$ cat config.mk
export PLATFORM = sky130hd
export DESIGN_NAME = uartRxTop
export DESIGN_NICKNAME = d
export VERILOG_FILES = /design/src/uartPkg.sv /design/src/fifoPkg.sv /design/src/rxByteIf.sv /design/src/bistEngine.sv /design/src/rxFifo.sv /design/src/uartRx.sv /design/src/uartRxTop.sv
export VERILOG_INCLUDE_DIRS = /design/src
export SDC_FILE = /design/constraint.sdc
export NUM_CORES = 1
export LEC_CHECK = 0
export ABC_CLOCK_PERIOD_IN_PS = 2500
export BUFFER_PORTS_ARGS = -buffer_cell sky130_fd_sc_hd__buf_4
export CAP_MARGIN = 5
export CORE_UTILIZATION = 50
export CTS_CLUSTER_DIAMETER = 60
export DETAILED_ROUTE_END_ITERATION = 7
export PLACE_DENSITY = 0.68
export SLEW_MARGIN = 20
export SYNTH_ARGS = -nofsm -noshare
export SYNTH_HDL_FRONTEND = slang
export SYNTH_SLANG_ARGS = --single-unit
export TNS_END_PERCENT = 50
$ cat constraint.sdc
create_clock -name Data_Rdy -period 2.5 [get_ports Data_Rdy]
set_input_delay 0.25 -clock Data_Rdy [delete_from_list [all_inputs] [get_ports Data_Rdy]]
set_output_delay 0.25 -clock Data_Rdy [all_outputs]
set_load 0.005 [all_outputs]
$ cat src/uartRx_cfg.svh
// Build-time configuration of the serial receiver
// Character format, FIFO size, bit timing and self-test length
`ifndef UART_RX_CFG_SVH
`define UART_RX_CFG_SVH

////////////////////
// Character format
`define DATA_BITS     8      // Character width
`define PARITY_EN     1      // Even parity bit after the data

////////////////////
// Buffer and timing
`define FIFO_WIDTH    4      // Address bits, 16 entries
`define CLKS_PER_BIT  16     // Data_Rdy cycles per serial bit

// Self-test
`define BIST_BYTES    16     // Characters per run
`define BIST_SEED     8'hA5  // LFSR start, never zero

`endif
$ cat src/uartPkg.sv
// Line-side types of the serial receiver
// Frame state and per-character status
package uartPkg;

        // Frame position, shared by receiver and BIST serializer
        typedef enum logic [2:0] {
                rxIdle   = 3'd0,
                rxStart  = 3'd1,
                rxData   = 3'd2,
                rxParity = 3'd3,
                rxStop   = 3'd4
        } rxState_t;

        typedef struct packed {
                logic frameErr;    // Stop bit read low
                logic parityErr;   // Even parity mismatch
        } rxStatus_t;

endpackage

$ cat src/fifoPkg.sv
// Buffer-side types of the receive FIFO
// Stored word and occupancy count
`include "uartRx_cfg.svh"

package fifoPkg;
        import uartPkg::*;

        // One stored character, status on top
        typedef struct packed {
                rxStatus_t status;
                logic [`DATA_BITS-1:0] data;
        } fifoEntry_t;

        typedef logic [`FIFO_WIDTH:0] fifoCount_t;  // 0 up to full depth

endpackage

$ cat src/rxByteIf.sv
// Received character bus
// Carries each character and its status from the deserializer to its listeners
`include "uartRx_cfg.svh"

interface rxByteIf import uartPkg::*; ();
        logic [`DATA_BITS-1:0] data;
        rxStatus_t status;
        logic strobe;   // One cycle per character
        logic busy;     // Frame in progress

        modport rxSrc (output data, status, strobe, busy);
        modport fifoSink (input data, status, strobe);   // Push side of the FIFO
        modport bistMon (input data, status, strobe, busy);
endinterface

$ cat src/bistEngine.sv
// Loopback BIST engine
// Sends an LFSR sequence into the receiver and checks each returned character
`include "uartRx_cfg.svh"

module bistEngine import uartPkg::*; (
        input  logic Data_Rdy,
        input  logic Pop_Data,
        input  logic bistMode,
        input  logic rxLine,
        output logic lineSel,
        rxByteIf.bistMon rxMon,
        output logic bistBusy,
        output logic bistDone,
        output logic bistPass
);
        localparam int CntW = $clog2(`CLKS_PER_BIT);
        localparam int IdxW = $clog2(`DATA_BITS);
        localparam int NumW = $clog2(`BIST_BYTES + 1);

        logic bistModeD;                 // Edge detect
        logic [`DATA_BITS-1:0] lfsr;     // 8-bit, taps 8 6 5 4
        rxState_t txState;
        logic [CntW-1:0] txCnt;
        logic [IdxW-1:0] txBit;
        logic txLine;
        logic waitRx;                    // Frame out, strobe not back yet
        logic [NumW-1:0] charCnt;
        logic failed;
        logic match;
        logic lastChar;
        logic bitDone;

        assign lineSel = bistMode ? txLine : rxLine;
        assign match = (rxMon.data == lfsr) && (rxMon.status == '0);
        assign lastChar = (charCnt == NumW'(`BIST_BYTES - 1));
        assign bitDone = (txCnt == CntW'(`CLKS_PER_BIT - 1));

        always_ff @(posedge Data_Rdy or posedge Pop_Data) begin
                if (Pop_Data) begin
                        bistModeD <= 1'b0;
                        lfsr <= `BIST_SEED;
                        txState <= rxIdle;
                        txCnt <= '0;
                        txBit <= '0;
                        txLine <= 1'b1;
                        waitRx <= 1'b0;
                        charCnt <= '0;
                        failed <= 1'b0;
                        bistBusy <= 1'b0;
                        bistDone <= 1'b0;
                        bistPass <= 1'b0;
                end else begin
                        bistModeD <= bistMode;
                        if (!bistMode) begin     // Abort, or release a finished run
                                txState <= rxIdle;
                                txLine <= 1'b1;
                                waitRx <= 1'b0;
                                bistBusy <= 1'b0;
                                bistDone <= 1'b0;
                                bistPass <= 1'b0;
                        end else if (!bistModeD) begin
                                lfsr <= `BIST_SEED;   // New run
                                charCnt <= '0;
                                failed <= 1'b0;
                                bistBusy <= 1'b1;
                        end else if (bistBusy) begin
                                ////////////////////
                                // Serializer
                                txCnt <= bitDone ? '0 : txCnt + 1'b1;
                                case (txState)
                                rxIdle: begin
                                        txCnt <= '0;
                                        if (!waitRx && !rxMon.busy) begin
                                                txState <= rxStart;
                                                txLine <= 1'b0;       // Start bit
                                                waitRx <= 1'b1;
                                        end
                                end
                                rxStart: if (bitDone) begin
                                        txState <= rxData;
                                        txBit <= '0;
                                        txLine <= lfsr[0];
                                end
                                rxData: if (bitDone) begin
                                        txBit <= txBit + 1'b1;
                                        if (txBit != IdxW'(`DATA_BITS - 1)) begin
                                                txLine <= lfsr[txBit + 1'b1];
                                        end else if (`PARITY_EN != 0) begin
                                                txState <= rxParity;
                                                txLine <= ^lfsr;      // Even parity
                                        end else begin
                                                txState <= rxStop;
                                                txLine <= 1'b1;
                                        end
                                end
                                rxParity: if (bitDone) begin
                                        txState <= rxStop;
                                        txLine <= 1'b1;
                                end
                                default: if (bitDone)
                                        txState <= rxIdle;
                                endcase

                                // Compare what came back
                                if (rxMon.strobe && waitRx) begin
                                        waitRx <= 1'b0;
                                        lfsr <= {lfsr[6:0], lfsr[7] ^ lfsr[5] ^ lfsr[4] ^ lfsr[3]};
                                        charCnt <= charCnt + 1'b1;
                                        failed <= failed | !match;
                                        if (lastChar) begin
                                                bistBusy <= 1'b0;
                                                bistDone <= 1'b1;
                                                bistPass <= !failed && match;
                                        end
                                end
                        end
                end
        end

        busyDoneExcl: assert property (@(posedge Data_Rdy) disable iff (Pop_Data)
                !(bistBusy && bistDone));

endmodule

$ cat src/rxFifo.sv
// Receive FIFO
// Buffers characters with status, reports occupancy, holds still in BIST mode
`include "uartRx_cfg.svh"

module rxFifo import uartPkg::*, fifoPkg::*; (
        input  logic Data_Rdy,
        input  logic Pop_Data,
        input  logic bistMode,
        rxByteIf.fifoSink rxIn,
        input  logic popReq,
        output logic [`DATA_BITS-1:0] dataOut,
        output rxStatus_t dataStatus,
        output logic fifoEmpty,
        output logic fifoHalf,
        output logic fifoFull,
        output logic fifoOverflow
);
        localparam int Depth = 2 ** `FIFO_WIDTH;

        fifoEntry_t mem [Depth];
        logic [`FIFO_WIDTH-1:0] wrPtr;
        logic [`FIFO_WIDTH-1:0] rdPtr;
        fifoCount_t count;
        fifoCount_t countNext;
        logic pushOk;      // Character stored
        logic pushDrop;    // Character lost, FIFO full
        logic popOk;

        assign pushOk = !bistMode && rxIn.strobe && !fifoFull;
        assign pushDrop = !bistMode && rxIn.strobe && fifoFull;
        assign popOk = !bistMode && popReq && !fifoEmpty;   // Empty pop ignored
        assign countNext = count + fifoCount_t'(pushOk) - fifoCount_t'(popOk);

        // Storage
        always_ff @(posedge Data_Rdy) begin
                if (pushOk)
                        mem[wrPtr] <= '{status: rxIn.status, data: rxIn.data};
        end

        ////////////////////
        // Pointers, flags, output word
        always_ff @(posedge Data_Rdy or posedge Pop_Data) begin
                if (Pop_Data) begin
                        wrPtr <= '0;
                        rdPtr <= '0;
                        count <= '0;
                        fifoEmpty <= 1'b1;
                        fifoHalf <= 1'b0;
                        fifoFull <= 1'b0;
                        fifoOverflow <= 1'b0;
                        dataOut <= '0;
                        dataStatus <= '0;
                end else begin
                        if (pushOk)
                                wrPtr <= wrPtr + 1'b1;   // Wraps around the array
                        if (popOk) begin
                                rdPtr <= rdPtr + 1'b1;
                                dataOut <= mem[rdPtr].data;
                                dataStatus <= mem[rdPtr].status;
                        end
                        count <= countNext;              // Push and pop together cancel
                        fifoEmpty <= (countNext == '0);
                        fifoHalf <= (countNext >= fifoCount_t'(Depth / 2));
                        fifoFull <= (countNext == fifoCount_t'(Depth));
                        if (pushDrop)
                                fifoOverflow <= 1'b1;    // Sticky until a pop
                        else if (popOk)
                                fifoOverflow <= 1'b0;
                end
        end

        ////////////////////
        // Checks
        flagsExcl: assert property (@(posedge Data_Rdy) disable iff (Pop_Data)
                !(fifoEmpty && fifoFull));
        countBound: assert property (@(posedge Data_Rdy) disable iff (Pop_Data)
                count <= fifoCount_t'(Depth));

endmodule

$ cat src/uartRx.sv
// Serial deserializer
// Synchronizes the line, samples mid-bit, checks parity and stop bit
`include "uartRx_cfg.svh"

module uartRx import uartPkg::*; (
        input  logic Data_Rdy,
        input  logic Pop_Data,
        input  logic line,
        rxByteIf.rxSrc rxOut
);
        localparam int CntW = $clog2(`CLKS_PER_BIT);
        localparam int IdxW = $clog2(`DATA_BITS);

        logic [1:0] syncFf;              // Two-flop synchronizer
        logic lineS;                     // Synchronized line
        rxState_t state;
        logic [CntW-1:0] clkCnt;         // Cycles into the current bit
        logic [IdxW-1:0] bitIdx;
        logic [`DATA_BITS-1:0] shiftReg;
        logic parityBad;
        logic midStart;                  // Half-bit point of the start bit
        logic bitMid;                    // Middle of a data, parity or stop bit

        assign lineS = syncFf[1];
        assign midStart = (clkCnt == CntW'(`CLKS_PER_BIT / 2 - 1));
        assign bitMid = (clkCnt == CntW'(`CLKS_PER_BIT - 1));
        assign rxOut.busy = (state != rxIdle);
        assign rxOut.data = shiftReg;    // Stable from last data bit to next frame

        ////////////////////
        // Frame FSM
        always_ff @(posedge Data_Rdy or posedge Pop_Data) begin
                if (Pop_Data) begin
                        syncFf <= 2'b11;          // Line idles high
                        state <= rxIdle;
                        clkCnt <= '0;
                        bitIdx <= '0;
                        parityBad <= 1'b0;
                        rxOut.strobe <= 1'b0;
                        rxOut.status <= '0;
                end else begin
                        syncFf <= {syncFf[0], line};
                        rxOut.strobe <= 1'b0;     // Pulse only
                        clkCnt <= clkCnt + 1'b1;
                        case (state)
                        rxIdle: begin
                                clkCnt <= '0;
                                if (!lineS)
                                        state <= rxStart;   // Falling edge seen
                        end
                        rxStart: if (midStart) begin
                                clkCnt <= '0;
                                bitIdx <= '0;
                                parityBad <= 1'b0;
                                state <= lineS ? rxIdle : rxData;  // High again means a glitch
                        end
                        rxData: if (bitMid) begin
                                clkCnt <= '0;
                                bitIdx <= bitIdx + 1'b1;
                                if (bitIdx == IdxW'(`DATA_BITS - 1))
                                        state <= (`PARITY_EN != 0) ? rxParity : rxStop;
                        end
                        rxParity: if (bitMid) begin
                                clkCnt <= '0;
                                parityBad <= ^shiftReg ^ lineS;   // Even parity over data
                                state <= rxStop;
                        end
                        default: if (bitMid) begin          // Stop bit
                                state <= rxIdle;
                                rxOut.strobe <= 1'b1;
                                rxOut.status <= '{frameErr: !lineS, parityErr: parityBad};
                        end
                        endcase
                end
        end

        // Data shifter, LSB arrives first
        always_ff @(posedge Data_Rdy) begin
                if (state == rxData && bitMid)
                        shiftReg <= {lineS, shiftReg[`DATA_BITS-1:1]};
        end

        ////////////////////
        // Checks
        strobePulse: assert property (@(posedge Data_Rdy) disable iff (Pop_Data)
                rxOut.strobe |=> !rxOut.strobe);
        strobeIdle: assert property (@(posedge Data_Rdy) disable iff (Pop_Data)
                rxOut.strobe |-> !rxOut.busy);

endmodule

$ cat src/uartRxTop.sv
// Serial receive top level
// Deserializer, receive FIFO and loopback BIST joined on one character bus
`include "uartRx_cfg.svh"

module uartRxTop import uartPkg::*; (
        input  logic Data_Rdy,
        input  logic Pop_Data,
        input  logic rxLine,
        input  logic popReq,
        input  logic bistMode,
        output logic [`DATA_BITS-1:0] dataOut,
        output rxStatus_t dataStatus,
        output logic fifoEmpty,
        output logic fifoHalf,
        output logic fifoFull,
        output logic fifoOverflow,
        output logic bistBusy,
        output logic bistDone,
        output logic bistPass
);
        logic lineSel;          // External line or BIST loopback
        rxByteIf byteBus ();

        uartRx uRx (
                .Data_Rdy (Data_Rdy),
                .Pop_Data (Pop_Data),
                .line     (lineSel),
                .rxOut    (byteBus.rxSrc)
        );

        rxFifo uFifo (
                .Data_Rdy     (Data_Rdy),
                .Pop_Data     (Pop_Data),
                .bistMode     (bistMode),
                .rxIn         (byteBus.fifoSink),
                .popReq       (popReq),
                .dataOut      (dataOut),
                .dataStatus   (dataStatus),
                .fifoEmpty    (fifoEmpty),
                .fifoHalf     (fifoHalf),
                .fifoFull     (fifoFull),
                .fifoOverflow (fifoOverflow)
        );

        bistEngine uBist (
                .Data_Rdy (Data_Rdy),
                .Pop_Data (Pop_Data),
                .bistMode (bistMode),
                .rxLine   (rxLine),
                .lineSel  (lineSel),
                .rxMon    (byteBus.bistMon),
                .bistBusy (bistBusy),
                .bistDone (bistDone),
                .bistPass (bistPass)
        );

endmodule

==> metrics.txt <==
final hold viol count 0; count of max-cap constraint violations 0; final period utilization 99.3%; Slew Limit Fails 0; Startpoint Class flip-flop; max frequency 403 MHz; Core ar. 19600 um2; DR WL/cell 20.5 um; Tmin final 2.48 ns; Seq/Total Area, Yosys 68.5%; Tightest Pin Transition 0.684 ns; cell row count 51; antenna violations before repair 0; vias in the first global route 5739; leading area contributor after synthesis edfxtp_1; Starting Density 51.3%; die area 20700 um2; R2R depth 11; CP required 2.96 ns; final setup fails 0; worst flop-to-flop path endpoint uFifo.fifoFull; chip width 144 um; Hold Crit Class in -> reg; CTS sink count 241; H-Tree Depth 1; P&R area growth vs syn 15.9%; CTS Buffer Depth 3; Clock transition at path regs 0.06 ns; Final nets 717; overall power 11.3 mW; post-synth top area share 50.2%; WL final 20000 um; Critical Path End Type flip-flop; via total after detailed routing 5483; crit path DAT 2.94 ns; Max VDD drop 532 uV; first-pass GRT wire length 31800 um; pwr/cell area 969 nW/um2; flops & latches, synth 241; Ant. Diodes 0; Cell variety after synth 50; Die H 144 um; Synth Cell Area 10100 um2; DRT iter0 DRCs 361; DRC errors left 0; Post-synth ARST share 30.3%; total CTS buffers 25; share of layout cells above drive strength 1 24.0%; clock latency on the worst-skew pair 0.53 ns; Ys Warns 0; final hold slack 0.338 ns; LEAKAGE 4.33 nW; post-route ant nets 0; Final WS setup 0.0180 ns; status finished, final reports clean; Total GRT Usage 20.8%; top cells by area, synth edfxtp_1 50%, dfrtp_1 16%, mux4_2 7.8%; Setup crit end uFifo.fifoFull; Final Instance Area 11700 um2; Crit Path Category reg -> reg; drt first pass iters 5; Slew HR 54.3%; Worst Setup SP uFifo.fifoEmpty; Cells after Synth 626; syn avg cell area 16.1 um2; FF-to-FF Start uFifo.fifoEmpty; hold depth 6; global route overflow 0; post-detail-place hpwl 13100 um; flop-to-flop setup slack 0.02 ns; EDFF count, synth 168; RSZ-0062 raised after global routing true; Via-to-Cell Ratio 5.61; largest net degree at the start of global routing 33; Critical Path Fanout Max 2; syn_nets 650; Layout Utilization 59.5%; Top Ports 22; CTS Root Cell clkbuf_16; port bufs 21; Cell Area, Placed 10800 um2; Post-synth top flop edfxtp_1; Final Skew 0.00848 ns; CTS tree done; GP Congestion 0.907; Setup WS pre-CTS -0.0130 ns
-- sequential cells by signal, indices dropped and copies added (netlist names), 2 cells and up --
signal / count
uFifo.rdPtr: 4
uBist.txState: 3
uFifo.count: 5
uFifo.dataOut: 8
uRx.rxOut.status: 2
uRx.bitIdx: 3
uRx.syncFf: 2
uBist.lfsr: 8
uBist.txCnt: 4
uRx.state: 3
uBist.txBit: 3
uFifo.mem: 160
uRx.clkCnt: 4
uRx.rxOut.data: 8
uBist.charCnt: 5
uFifo.dataStatus: 2
uFifo.wrPtr: 4
-- per-layer routing --
layer | track usage [%] | part of all wire [%]
met1 | 27.1 | 43
met2 | 35.8 | 50
met3 | 3.27 | 4.6
met4 | 6.38 | 2.4
met5 | 0 | 0
-- synth_stat cells, types with 11 or more instances --
cell      count
dfrtp_1      65
nor2_1       46
edfxtp_1    168
a21oi_1      11
mux4_2       35
o21ai_0      19
nor3_1       12
inv_1        22
ha_1         18
clkbuf_1     13
nand2_1      39
mux2i_1      16
xnor2_1      29
-- cell families after synthesis --
kind of cell	after synthesis	synth area share, %
flops	241	68.5
simple gates	138	6.42
compound gates	73	4.74
mux	68	12.4
buf+inv	49	2.24
xor+xnor	38	3.31
fa+ha+maj	19	2.44
-- metrics by stage --
stage,TNS [ns],instances
3_3_place_gp,0,926
5_1_grt,-0.120,977
3_5_place_dp,-0.0130,926
2_1_floorplan,0,626
6_report,0,977
4_1_cts,0,975
-- cell type report --
| class | count | area (um2) |
|---|---|---|
| clock buffers | 29 | 651 |
| clock inverters | 17 | 149 |
| fillers | 1489 | 7940 |
| inverters | 23 | 91.3 |
| multi-input cells | 336 | 3000 |
| flip-flops and latches | 241 | 6880 |
| well taps | 265 | 332 |
| repair buffers | 66 | 553 |
-- how the worst min path moves through the flow --
stage	start	end	slack (ns)
2_1_floorplan	bistMode	uBist.bistModeD	0.28
3_3_place_gp	uRx.syncFf[0]	uRx.syncFf[1]	0.35
3_5_place_dp	uRx.syncFf[0]	uRx.syncFf[1]	0.35
4_1_cts	popReq	uFifo.rdPtr[0]	0.24
5_1_grt	popReq	uFifo.rdPtr[0]	0.36
6_report	popReq	uFifo.rdPtr[0]	0.34
-- placed cells by master, fill, tap and decap left out, drive strengths merged, types with 5 or more instances in the layout --
cell type,instances
edfxtp,168
nand4,9
nor2,46
mux4,42
a22o,7
nand3,10
clkinv,13
nor3,12
xnor2,29
nor2b,5
ha,18
nand2,39
buf,63
mux2i,16
dfstp,8
dfrtp,65
o21ai,25
mux2,10
xor2,9
a22oi,8
a21oi,11
inv,23
clkbuf,29
-- worst max-delay path, stage by stage, from the launching register on --
cell	delay [ns]
dfstp_2	0.53
inv_2	0.04
nand3_4	0.08
clkinv_4	0.06
ha_4	0.21
inv_2	0.06
ha_4	0.13
inv_2	0.04
fa_2	0.56
inv_2	0.04
or4b_4	0.55
nor2_2	0.12
-- where the power goes --
| part | leakage, nW | switching, mW | internal (mW) | total [mW] |
|---|---|---|---|---|
| Clock | 0.392 | 1.52 | 2.08 | 3.60 |
| Sequential | 2.47 | 0.363 | 4.59 | 4.95 |
| Combinational | 1.46 | 1.32 | 1.43 | 2.75 |
| Total | 4.33 | 3.20 | 8.10 | 11.3 |
-- what timing repair did --
action | 4_1_cts | 5_1_grt
hold buffers | 3 | 0
hold endpoints to repair | 29 | 0
buffers inserted | 0 | 2
gates resized for setup | 1 | 8
endpoints found under the setup margin | 1 | 4
pin swaps | 1 | 4
Note: power is estimated with default switching activity, not from simulation.
